==> src/common/emesh_pkg.sv <==
/*
   mesh packet layout shared by the transmit path
   field positions are bit indices into the 104-bit packet
   import with a wildcard in the module header
*/
package emesh_pkg;

   //########################################################################
   // packet geometry
   //########################################################################
   localparam int PW     = 104;            // packet width
   localparam int NBYTES = 13;             // bytes per packet on the pins
   localparam int NBW    = $clog2(NBYTES); // byte counter width

   // field positions
   localparam int WRITE_BIT    = 0;        // write/read flag

   localparam int CTRLMODE_LSB = 3;
   localparam int CTRLMODE_MSB = 6;

   localparam int DSTADDR_LSB  = 8;        // 32-bit destination address
   localparam int DSTADDR_MSB  = 39;

   // chip id is the top 12 bits of dstaddr
   localparam int CHIPID_LSB   = 28;
   localparam int CHIPID_MSB   = 39;

   //########################################################################
   // chip ids
   //########################################################################
   localparam logic [11:0] ID       = 12'd999; // own id, local traffic
   localparam logic [11:0] REMAP_ID = 12'h810; // id forced in by remap

endpackage

==> src/common/etx_regmap_pkg.sv <==
/*
   register map of the tx configuration block
   word indices, config field and status bit positions
   mi_addr is a byte address, index taken from bits RFAW+1:2
*/
package etx_regmap_pkg;

   localparam int RFAW = 6;                  // word address width

   // register word indices
   localparam logic [RFAW-1:0] E_VERSION   = 6'd0;
   localparam logic [RFAW-1:0] ETX_CFG     = 6'd1;
   localparam logic [RFAW-1:0] ETX_STATUS  = 6'd2;
   localparam logic [RFAW-1:0] ETX_GPIO    = 6'd3;
   localparam logic [RFAW-1:0] ETX_MONITOR = 6'd4;
   localparam logic [RFAW-1:0] ETX_PACKET  = 6'd5;

   localparam logic [15:0] DEFAULT_VERSION = 16'h0102;

   //########################################################################
   // config fields
   //########################################################################
   localparam int CFG_W         = 12;     // config register width
   localparam int CFG_TX_EN     = 0;
   localparam int CFG_MMU_EN    = 1;
   localparam int CFG_REMAP_LSB = 2;      // 2'b01 turns remap on
   localparam int CFG_REMAP_MSB = 3;
   localparam int CFG_CTRL_LSB  = 4;      // ctrlmode value
   localparam int CFG_CTRL_MSB  = 7;
   localparam int CFG_BYPASS    = 8;
   localparam int CFG_GPIO_LSB  = 9;      // 2'b01 selects gpio pins
   localparam int CFG_GPIO_MSB  = 10;
   localparam int CFG_BURST     = 11;

   // status bits
   localparam int ST_SENT = 0;            // last byte went out
   localparam int ST_DROP = 1;            // access refused
   localparam int ST_GPIO = 6;            // gpio mode level
   localparam int ST_OFF  = 7;            // tx disabled level

endpackage

==> src/etx_cfg/etx_cfg.sv <==
/*
   tx configuration register file on the mi bus
   holds version, config, status, gpio, monitor and packet sampler
   reads are pipelined, data valid one cycle after the strobe
*/
module etx_cfg
   import emesh_pkg::*, etx_regmap_pkg::*;
(
   input  logic            clk,
   input  logic            nreset,
   // mi bus
   input  logic            mi_en,
   input  logic            mi_we,
   input  logic [RFAW+1:0] mi_addr,          // byte address
   input  logic [31:0]     mi_din,
   output logic [31:0]     mi_dout,
   // observed tx traffic
   input  logic [15:0]     tx_status,
   input  logic            etx_access,
   input  logic [PW-1:0]   etx_packet,
   // decoded config
   output logic            tx_enable,
   output logic            mmu_enable,
   output logic            gpio_enable,
   output logic            remap_enable,
   output logic            burst_enable,
   output logic [3:0]      ctrlmode,
   output logic            ctrlmode_bypass,
   output logic [8:0]      gpio_data
);

   logic [15:0]      version_reg;
   logic [CFG_W-1:0] cfg_reg;
   logic [15:0]      status_reg;
   logic [8:0]       gpio_reg;
   logic [31:0]      monitor_reg;
   logic [31:0]      packet_reg;

   logic [RFAW-1:0]  reg_idx;
   logic             cfg_wr_strobe;
   logic             cfg_rd_strobe;
   logic             version_write;
   logic             config_write;
   logic             status_write;
   logic             gpio_write;
   logic             monitor_write;
   logic             remote_pkt;               // counted and sampled

   //########################################################################
   // address decode
   //########################################################################
   assign reg_idx       = mi_addr[RFAW+1:2];   // drop byte offset
   assign cfg_wr_strobe = mi_en & mi_we;
   assign cfg_rd_strobe = mi_en & ~mi_we;

   assign version_write = cfg_wr_strobe & (reg_idx == E_VERSION);
   assign config_write  = cfg_wr_strobe & (reg_idx == ETX_CFG);
   assign status_write  = cfg_wr_strobe & (reg_idx == ETX_STATUS);
   assign gpio_write    = cfg_wr_strobe & (reg_idx == ETX_GPIO);
   assign monitor_write = cfg_wr_strobe & (reg_idx == ETX_MONITOR);

   // version, reset to the build value
   always_ff @(posedge clk) begin
      if (!nreset)
         version_reg <= DEFAULT_VERSION;
      else if (version_write)
         version_reg <= mi_din[15:0];
   end

   // config, everything off after reset
   always_ff @(posedge clk) begin
      if (!nreset)
         cfg_reg <= '0;
      else if (config_write)
         cfg_reg <= mi_din[CFG_W-1:0];
   end

   assign tx_enable       = cfg_reg[CFG_TX_EN];
   assign mmu_enable      = cfg_reg[CFG_MMU_EN];
   assign remap_enable    = (cfg_reg[CFG_REMAP_MSB:CFG_REMAP_LSB] == 2'b01);
   assign ctrlmode        = cfg_reg[CFG_CTRL_MSB:CFG_CTRL_LSB];
   assign ctrlmode_bypass = cfg_reg[CFG_BYPASS];
   assign gpio_enable     = (cfg_reg[CFG_GPIO_MSB:CFG_GPIO_LSB] == 2'b01);
   assign burst_enable    = cfg_reg[CFG_BURST];

   // sticky status, a write clears or presets it
   always_ff @(posedge clk) begin
      if (!nreset)
         status_reg <= '0;
      else if (status_write)
         status_reg <= mi_din[15:0];
      else
         status_reg <= status_reg | tx_status;   // accumulate events
   end

   // static pin values for gpio mode
   always_ff @(posedge clk) begin
      if (!nreset)
         gpio_reg <= '0;
      else if (gpio_write)
         gpio_reg <= mi_din[8:0];
   end

   assign gpio_data = gpio_reg;

   //########################################################################
   // transaction monitor and sampler
   //########################################################################
   // remote traffic only, and only while the pins are in serial mode
   assign remote_pkt = etx_access
                     & (etx_packet[CHIPID_MSB:CHIPID_LSB] != ID)
                     & ~tx_status[ST_OFF]
                     & ~tx_status[ST_GPIO];

   always_ff @(posedge clk) begin
      if (!nreset)
         monitor_reg <= '0;
      else if (monitor_write)
         monitor_reg <= mi_din;
      else if (remote_pkt)
         monitor_reg <= monitor_reg + 32'd1;
   end

   always_ff @(posedge clk) begin
      if (!nreset)
         packet_reg <= '0;
      else if (remote_pkt)
         packet_reg <= etx_packet[DSTADDR_MSB:DSTADDR_LSB];   // last dstaddr
   end

   //########################################################################
   // readback, one cycle latency, zero when idle
   //########################################################################
   always_ff @(posedge clk) begin
      if (!nreset)
         mi_dout <= '0;
      else if (cfg_rd_strobe) begin
         case (reg_idx)
            E_VERSION:   mi_dout <= {16'b0, version_reg};
            ETX_CFG:     mi_dout <= {{(32-CFG_W){1'b0}}, cfg_reg};
            ETX_STATUS:  mi_dout <= {16'b0, status_reg};
            ETX_GPIO:    mi_dout <= {23'b0, gpio_reg};
            ETX_MONITOR: mi_dout <= monitor_reg;
            ETX_PACKET:  mi_dout <= packet_reg;
            default:     mi_dout <= '0;            // unmapped
         endcase
      end
      else
         mi_dout <= '0;
   end

endmodule

==> src/design/etx_remap.sv <==
/*
   one-cycle remap stage in front of the serializer
   optionally forces the chip-id and ctrlmode fields of the packet
*/
module etx_remap
   import emesh_pkg::*;
(
   input  logic          clk,
   input  logic          nreset,
   input  logic          access_in,
   input  logic [PW-1:0] packet_in,
   input  logic          remap_enable,      // force chip id to REMAP_ID
   input  logic [3:0]    ctrlmode,
   input  logic          ctrlmode_bypass,   // force ctrlmode field
   output logic          remap_access,
   output logic [PW-1:0] remap_packet
);

   logic [PW-1:0] packet_mod;

   //########################################################################
   // field rewrite, ahead of the register
   //########################################################################
   always_comb begin
      packet_mod = packet_in;
      if (remap_enable)
         packet_mod[CHIPID_MSB:CHIPID_LSB] = REMAP_ID;     // upper dstaddr
      if (ctrlmode_bypass)
         packet_mod[CTRLMODE_MSB:CTRLMODE_LSB] = ctrlmode;
   end

   // strobe, cleared on reset
   always_ff @(posedge clk) begin
      if (!nreset)
         remap_access <= 1'b0;
      else
         remap_access <= access_in;
   end

   // payload, loaded only with a strobe
   always_ff @(posedge clk) begin
      if (access_in)
         remap_packet <= packet_mod;
   end

endmodule

==> src/design/etx_serializer.sv <==
/*
   byte serializer and pin mux for the tx link
   one frame pin plus eight data pins, 13 bytes per packet, lsb byte first
   pins carry gpio values in gpio mode and stay low while tx is off
*/
module etx_serializer
   import emesh_pkg::*, etx_regmap_pkg::*;
(
   input  logic          clk,
   input  logic          nreset,
   input  logic          access,
   input  logic [PW-1:0] packet,
   input  logic          tx_enable,
   input  logic          gpio_enable,
   input  logic [8:0]    gpio_data,     // bit 8 frame, 7:0 data
   output logic          txo_frame,
   output logic [7:0]    txo_data,
   output logic          busy,
   output logic [15:0]   tx_status
);

   logic [PW-1:0]  shift_q;            // remaining bytes, low byte on pins
   logic [NBW-1:0] byte_cnt;
   logic           accept;
   logic           last_byte;

   // only take a packet in serial mode and when idle
   assign accept    = access & tx_enable & ~gpio_enable & ~busy;
   assign last_byte = busy & (byte_cnt == NBW'(NBYTES - 1));

   //########################################################################
   // packet sequencing
   //########################################################################
   always_ff @(posedge clk) begin
      if (!nreset) begin
         busy     <= 1'b0;
         byte_cnt <= '0;
      end
      else if (accept) begin
         busy     <= 1'b1;
         byte_cnt <= '0;
      end
      else if (busy) begin
         byte_cnt <= byte_cnt + 1'b1;
         if (last_byte)
            busy <= 1'b0;       // frame ends after byte 12
      end
   end

   always_ff @(posedge clk) begin
      if (accept)
         shift_q <= packet;
      else if (busy)
         shift_q <= {8'b0, shift_q[PW-1:8]};    // next byte down
   end

   //########################################################################
   // pin mux
   //########################################################################
   always_comb begin
      if (!tx_enable) begin
         txo_frame = 1'b0;                      // link quiet
         txo_data  = 8'b0;
      end
      else if (gpio_enable) begin
         txo_frame = gpio_data[8];
         txo_data  = gpio_data[7:0];
      end
      else begin
         txo_frame = busy;
         txo_data  = busy ? shift_q[7:0] : 8'b0;
      end
   end

   // event pulses and mode levels for the status register
   always_comb begin
      tx_status          = '0;
      tx_status[ST_SENT] = last_byte;
      tx_status[ST_DROP] = access & ~accept;   // busy, off or gpio
      tx_status[ST_GPIO] = gpio_enable;
      tx_status[ST_OFF]  = ~tx_enable;
   end

endmodule

==> src/design/etx_top.sv <==
/*
   transmit side of the chip link
   remap stage, byte serializer and mi config registers
   packets enter as a strobe, first byte on the pins 2 cycles later
*/
module etx_top
   import emesh_pkg::*, etx_regmap_pkg::*;
(
   input  logic            clk,
   input  logic            nreset,
   // mi bus
   input  logic            mi_en,
   input  logic            mi_we,
   input  logic [RFAW+1:0] mi_addr,
   input  logic [31:0]     mi_din,
   output logic [31:0]     mi_dout,
   // packet in
   input  logic            access_in,
   input  logic [PW-1:0]   packet_in,
   output logic            busy,
   // pins
   output logic            txo_frame,
   output logic [7:0]      txo_data,
   // config only exported
   output logic            mmu_enable,
   output logic            burst_enable
);

   logic          remap_access;
   logic [PW-1:0] remap_packet;
   logic          tx_enable;
   logic          gpio_enable;
   logic          remap_enable;
   logic [3:0]    ctrlmode;
   logic          ctrlmode_bypass;
   logic [8:0]    gpio_data;
   logic [15:0]   tx_status;

   etx_remap i_etx_remap (
      .clk             (clk),
      .nreset          (nreset),
      .access_in       (access_in),
      .packet_in       (packet_in),
      .remap_enable    (remap_enable),
      .ctrlmode        (ctrlmode),
      .ctrlmode_bypass (ctrlmode_bypass),
      .remap_access    (remap_access),
      .remap_packet    (remap_packet)
   );

   etx_serializer i_etx_serializer (
      .clk         (clk),
      .nreset      (nreset),
      .access      (remap_access),
      .packet      (remap_packet),
      .tx_enable   (tx_enable),
      .gpio_enable (gpio_enable),
      .gpio_data   (gpio_data),
      .txo_frame   (txo_frame),
      .txo_data    (txo_data),
      .busy        (busy),
      .tx_status   (tx_status)
   );

   // monitor sees the remapped traffic as it reaches the pins
   etx_cfg i_etx_cfg (
      .clk             (clk),
      .nreset          (nreset),
      .mi_en           (mi_en),
      .mi_we           (mi_we),
      .mi_addr         (mi_addr),
      .mi_din          (mi_din),
      .mi_dout         (mi_dout),
      .tx_status       (tx_status),
      .etx_access      (remap_access),
      .etx_packet      (remap_packet),
      .tx_enable       (tx_enable),
      .mmu_enable      (mmu_enable),
      .gpio_enable     (gpio_enable),
      .remap_enable    (remap_enable),
      .burst_enable    (burst_enable),
      .ctrlmode        (ctrlmode),
      .ctrlmode_bypass (ctrlmode_bypass),
      .gpio_data       (gpio_data)
   );

endmodule

==> config.mk <==
export PLATFORM = sky130hd
export DESIGN_NAME = etx_top
export DESIGN_NICKNAME = d
export VERILOG_FILES = /design/src/common/emesh_pkg.sv /design/src/common/etx_regmap_pkg.sv /design/src/etx_cfg/etx_cfg.sv /design/src/design/etx_remap.sv /design/src/design/etx_serializer.sv /design/src/design/etx_top.sv
export SDC_FILE = /design/constraint.sdc
export NUM_CORES = 1
export LEC_CHECK = 0
export ABC_AREA = 0
export BUFFER_PORTS_ARGS = -buffer_cell sky130_fd_sc_hd__buf_2
export CAP_MARGIN = 20
export CORE_MARGIN = 4
export CORE_UTILIZATION = 40
export DETAILED_ROUTE_END_ITERATION = 16
export PLACE_DENSITY = 0.6
export SLEW_MARGIN = 10
export SYNTH_ARGS = -nofsm -noshare
export SYNTH_HDL_FRONTEND = slang
export SYNTH_SLANG_ARGS = --single-unit
export TNS_END_PERCENT = 30
==> constraint.sdc <==
create_clock -name clk -period 4 [get_ports clk]
set_input_delay 0.8 -clock clk [delete_from_list [all_inputs] [get_ports clk]]
set_output_delay 0.8 -clock clk [all_outputs]
set_load 0.05 [all_outputs]
==> results of run 1 <==
cell families after synthesis:
logic type | synth area share
AOI/OAI and AO/OA | 0.0882
buffers and inverters | 0.0235
DFF | 0.638
and+or+nand+nor | 0.124
muxes | 0.110
adders and majority gates | 0.00256
xor gates and xnor gates | 0.0143
routing by layer:
metal  vias to the layer above  global-route usage  routed length [µm]
met5                         -                   0                 158
met4                        22              0.0392                 602
met3                        71              0.0489                2470
met2                       266               0.276               16200
met1                      4560               0.245               16200
li1                       4568                   -                   -
worst max-delay path: cells and delay by family, from the launching register on:
family          cells  cell delay [ns]
simple gates        2             0.87
buf+inv             1             0.33
flops               1             0.38
compound gates      1             0.32
how the worst min path moves through the flow:
stage | start | to
floorplan | i_etx_cfg.version_reg[7]$_SDFFE_PN0P_ | i_etx_cfg.version_reg[7]$_SDFFE_PN0P_
global placement | i_etx_cfg.version_reg[11]$_SDFFE_PN0P_ | i_etx_cfg.version_reg[11]$_SDFFE_PN0P_
detailed placement | i_etx_cfg.version_reg[11]$_SDFFE_PN0P_ | i_etx_cfg.version_reg[11]$_SDFFE_PN0P_
CTS | packet_in[44] | i_etx_remap.remap_packet[44]$_DFFE_PP_
global route | packet_in[19] | i_etx_remap.remap_packet[19]$_DFFE_PP_
finish | packet_in[44] | i_etx_remap.remap_packet[44]$_DFFE_PP_
where the power goes:
| group | switching (µW) | leakage, µW | total, µW | internal, µW |
|---|---|---|---|---|
| Clock | 1450 | 0.000614 | 3550 | 2100 |
| Sequential | 34.6 | 0.00316 | 4060 | 4020 |
| Combinational | 111 | 0.00217 | 200 | 89.7 |
layout make-up:
cell class              instances  area share
inverters                       2    0.000434
flip-flops and latches        363       0.541
diodes                          1    0.000145
multi-input cells             714       0.288
well taps                     461      0.0334
repair buffers                206      0.0643
clock buffers                  51      0.0627
clock inverters                18     0.00970
per-stage QoR:
step	area (µm²)	power [µW]	hold WS, ns	util
2_1_floorplan	14700	4190	0.430	-
5_1_grt	17300	8090	0.411	0.482
4_1_cts	17300	7910	0.401	0.482
6_report	17300	7810	0.432	0.482
3_5_place_dp	16000	4340	0.444	0.447
3_3_place_gp	16000	4340	0.438	0.447
synth_stat cells (10+ instances only):
library cell,number
nand2_1,158
a21boi_0,28
nand4_1,10
a21boi_1,39
nand3_1,20
nor2_1,29
a22oi_1,33
nor2b_1,24
nor4_1,14
dfxtp_1,155
a21oi_1,34
mux2_2,114
xnor2_1,23
and3_1,11
clkbuf_1,51
o21ai_0,37
mux2i_1,25
edfxtp_1,208
buf_2,13
and2_1,26
==> impl_metrics.csv, run 1 <==
group,metric,value,unit
final_layout,layout_commonest_cell,"edfxtp_1",
clock_network,cts-root-buf,"clkbuf_16",
detailed_routing,drc,0,
sta,skew,0.0179,ns
placement,hpwlAfterDp,24.3,mm
placement,gp_congestion,0.845,
global_routing,grt_pass1_wl,54.3,mm
yosys,syn_avg_cell_area,12.7,µm²
clock_network,insertion_delay,0.54,ns
hold_path,hp-class,"in2reg",
critical_path,startpoint,"i_etx_cfg.cfg_reg[9]$_SDFFE_PN0P_",
yosys,synthDominantCellAreaShare,0.426,
sta,tns,0,ns
sta,finalHoldViolCount,0,
detailed_routing,drt_first_pass_iters,6,
floorplan,die_y,199,µm
global_routing,grt_usage,0.176,
global_routing,first_global_vias,9438,
clock_network,hold_buffers,0,
final_layout,area_growth,17.9,%
detailed_routing,ant_nets,0,
critical_path,worst_setup_path_start_kind,"flip-flop",
final_layout,multiInputGateArea,4980,µm²
final_layout,register_area,9350,µm²
yosys,syn-instance-count,1153,
yosys,synth_seq_area_share,0.638,
floorplan,num_rows,69,
yosys,synth_cell_types,68,
sta,tightest_slew,0.907,ns
critical_path,required,3.20,ns
yosys,synth_top_cell_by_area,"edfxtp_1",
final_layout,final_cell_mix,"edfxtp_1 (208), buf_2 (189), nand2_1 (158)",
critical_path,arrival,2.44,ns
placement,pre_cts_ws,0.937,ns
detailed_routing,viasPerCell,5.22,
critical_path,reg2reg_to,"i_etx_serializer.shift_q[24]$_DFFE_PP_",
global_routing,grt-ovfl-total,0,
final_layout,nets,1479,
sta,finalSetupViolations,0,
sta,fin_crit_sh,0.810,
critical_path,critPathKind,"reg2out",
sta,slew_headroom,0.394,
yosys,ys_top_cells_by_area,"edfxtp_1 (43%), dfxtp_1 (21%), mux2_2 (8.8%), nand2_1 (4.0%), a21boi_1 (2.0%)",
yosys,syn_nets,1305,
yosys,synth_area,14700,µm²
clock_network,clkSlewWorstSetupHoldPaths,0.06,ns
yosys,synth-async-reset-ratio,0,
sta,slew_viol_final,0,
final_layout,drive_above_1_share,0.295,
clock_network,ctsResizeCount,0,
floorplan,io_pins,193,
sta,rsz0062_at_grt,"no",
critical_path,cpPeakStageDelay,0.74,ns
critical_path,regToRegSetupSlack,1.36,ns
critical_path,critPathSlowestCell,"nor2b_1",
floorplan,die_x,199,µm
final_layout,top_regs,"i_etx_remap.remap_packet: 104 flops, i_etx_serializer.shift_q: 104 flops",
flow_run,cap_violations,0,
critical_path,cp_max_fo,13,
power,p_leak,0.00594,µW
clock_network,cts_max_level,2,
clock_network,clkSinkCount,363,
yosys,synth_flop_cell,"edfxtp_1",
clock_network,cts_made_buffers,40,
yosys,synth_edf_count,208,
power,power-per-cell-area,452,nW/µm²
detailed_routing,vias,9487,
global_routing,antenna_found_initial,12,
yosys,yosys_warnings,0,
power,vdd_drop_max,0.336,mV
sta,max_freq,309,MHz
detailed_routing,drtIter0Drc,485,
sta,layout_min_cycle_time,3.24,ns
critical_path,endpoint_kind,"output pin",
run_status,outcome,"complete, no violations",
hold_path,hold_depth,1,
sta,worst_slack,0.760,ns
yosys,ys_ff_latch,363,
critical_path,r2r_cells,4,
detailed_routing,wl,35.6,mm
floorplan,start_util,0.409,
placement,port_buffers,190,
critical_path,path_cells,"nor2b_1 > nand2_1 > a21boi_0 > buf_2",
final_layout,filler_cell_count,3190,
floorplan,die_area,39800,µm²
critical_path,r2r_start,"i_etx_cfg.cfg_reg[9]$_SDFFE_PN0P_",
detailed_routing,wire_per_inst,19.6,µm
critical_path,endpoint,"txo_data[1]",
clock_network,cts_tree,"done",
floorplan,core,35800,µm²
placement,dp.cells,1746,
clock_network,max-clock-path-buffers,3,
clock_network,cts_setup_buffers,0,
global_routing,grt_max_degree,80,
final_layout,finalNonFillerCells,1816,
Note: power is estimated with default switching activity, not from simulation.
==> run 2: changes to the inputs <==
==> constraint.sdc (replaced) <==
create_clock -name clk -period 3.25 [get_ports clk]
set_input_delay 0.65 -clock clk [delete_from_list [all_inputs] [get_ports clk]]
set_output_delay 0.65 -clock clk [all_outputs]
set_load 0.05 [all_outputs]
==> impl_metrics.csv, run 2 (synthesis results as in run 1) <==
group,metric,value,unit
floorplan,io_pins,193,
flow_run,cap_violations,0,
detailed_routing,wire_per_inst,19.3,µm
hold_path,min_to,"i_etx_remap.remap_packet[75]$_DFFE_PP_",
power,p_int,7600,µW
sta,slew_viol_final,0,
detailed_routing,ant_nets,0,
clock_network,clkSinkCount,363,
detailed_routing,vias,9554,
clock_network,cts_max_level,2,
clock_network,clkSlewWorstSetupHoldPaths,0.06,ns
placement,dp.cells,1762,
critical_path,critPathKind,"reg2out",
clock_network,cts-root-buf,"clkbuf_16",
final_layout,top_regs,"i_etx_remap.remap_packet: 104 flops, i_etx_serializer.shift_q: 104 flops",
sta,rsz0062_at_grt,"no",
global_routing,grt_use_met3,0.0513,
detailed_routing,drt_first_pass_iters,5,
final_layout,fin_util,0.487,
hold_path,holdCritStartpoint,"packet_in[75]",
global_routing,grt_pass1_wl,54.0,mm
power,p_leak,0.00604,µW
global_routing,antenna_found_initial,13,
clock_network,ctsResizeCount,0,
floorplan,die_area,39800,µm²
global_routing,grt_usage,0.176,
critical_path,r2r_start,"i_etx_cfg.cfg_reg[9]$_SDFFE_PN0P_",
detailed_routing,drc,0,
floorplan,die_x,199,µm
final_layout,filler_cell_count,3191,
critical_path,arrival,2.36,ns
clock_network,insertion_delay,0.55,ns
floorplan,num_rows,69,
sta,slew_headroom,0.360,
final_layout,nets,1496,
final_layout,final_cell_mix,"edfxtp_1 (208), buf_2 (189), nand2_1 (158)",
power,pwr-share-comb,0.026,
clock_network,cts_tree,"done",
final_layout,layout_commonest_cell,"edfxtp_1",
sta,finalSetupViolations,0,
critical_path,cpPeakStageDelay,0.78,ns
power,seqPwrFrac,0.521,
floorplan,start_util,0.409,
power,power-per-cell-area,550,nW/µm²
detailed_routing,wl,35.5,mm
critical_path,required,2.60,ns
clock_network,cts_made_buffers,41,
sta,whs,0.275,ns
critical_path,startpoint,"i_etx_cfg.cfg_reg[9]$_SDFFE_PN0P_",
critical_path,reg2reg_to,"i_etx_serializer.shift_q[88]$_DFFE_PP_",
critical_path,path_cells,"nor2b_1 > nand2_1 > a21boi_0 > buf_2",
global_routing,grt-ovfl-total,0,
sta,tightest_slew,0.958,ns
critical_path,r2r_cells,4,
critical_path,regToRegSetupSlack,0.73,ns
placement,hpwlAfterDp,24.6,mm
sta,tns,0,ns
global_routing,grt.busiest_layer,"met2",
sta,skew,0.0145,ns
global_routing,grtUsageMet1,0.239,
power,fin_total_pwr,9600,µW
power,power_frac_clock,0.453,
global_routing,met2_usage,0.274,
critical_path,critPathSlowestCell,"nor2b_1",
run_status,outcome,"complete, no violations",
sta,layout_min_cycle_time,3.01,ns
power,p_sw_frac,0.208,
floorplan,die_y,199,µm
final_layout,register_area,9350,µm²
power,power_switching,2000,µW
clock_network,cts_setup_buffers,0,
hold_path,hold_depth,1,
detailed_routing,viasPerCell,5.20,
critical_path,endpoint_kind,"output pin",
clock_network,max-clock-path-buffers,3,
sta,finalHoldViolCount,0,
placement,port_buffers,190,
global_routing,grt_max_degree,125,
detailed_routing,drtIter0Drc,696,
final_layout,finalNonFillerCells,1836,
power,vdd_drop_max,0.438,mV
global_routing,first_global_vias,9569,
clock_network,hold_buffers,0,
final_layout,multiInputGateArea,4980,µm²
critical_path,cp_max_fo,13,
floorplan,core,35800,µm²
sta,fin_crit_sh,0.927,
sta,max_freq,332,MHz
critical_path,worst_setup_path_start_kind,"flip-flop",
hold_path,hp-class,"in2reg",
final_layout,drive_above_1_share,0.307,
final_layout,area_growth,19.0,%
placement,gp_congestion,0.839,
==> run 2: power by group through the flow <==
stage          logic (µW)  registers (µW)  clock network [µW]
2_1_floorplan        86.8            5070                   0
3_3_place_gp          251            5090                   0
5_1_grt               275            5010                4680
3_5_place_dp          253            5100                   0
6_report              251            5000                4350
4_1_cts               254            5000                4490
==> run 2: per-layer routing <==
metal / vias up / part of all wire / wire length, µm
met1: 4576 / 0.45 / 15900
met5: - / 0.0048 / 172
li1: 4604 / - / -
met3: 68 / 0.073 / 2610
met4: 22 / 0.020 / 699
met2: 284 / 0.45 / 16100
==> run 2: critical path: cells and delay by family, from the launching register on <==
kind | cells | cell delay [ns]
compound gates | 1 | 0.26
flops | 1 | 0.37
simple gates | 2 | 0.88
buf+inv | 1 | 0.32
==> run 2: area by class of cell <==
class,instances,area share
flip-flops and latches,363,0.536
clock inverters,22,0.00976
clock buffers,51,0.0623
repair buffers,222,0.0727
diodes,1,0.000143
inverters,2,0.000430
well taps,461,0.0331
multi-input cells,714,0.286
==> run 2: worst max-delay path by stage <==
stage                                                  end  slack [ns]  cells after the start
floorplan                                      txo_data[0]        0.14                      4
global placement         i_etx_cfg.cfg_reg[0]$_SDFFE_PN0P_        0.71                      8
detailed placement  i_etx_serializer.shift_q[92]$_DFFE_PP_        0.68                      4
CTS                                            txo_data[3]        0.13                      4
global route                                   txo_data[3]        0.05                      4
finish                                         txo_data[3]        0.24                      4
==> run 2: through the flow <==
step	setup slack (ns)	cell area [µm²]
after floorplan	0.143	14700
after global placement	0.709	16200
after detailed placement	0.681	16200
after CTS	0.125	17400
after global routing	0.0451	17400
final	0.237	17400
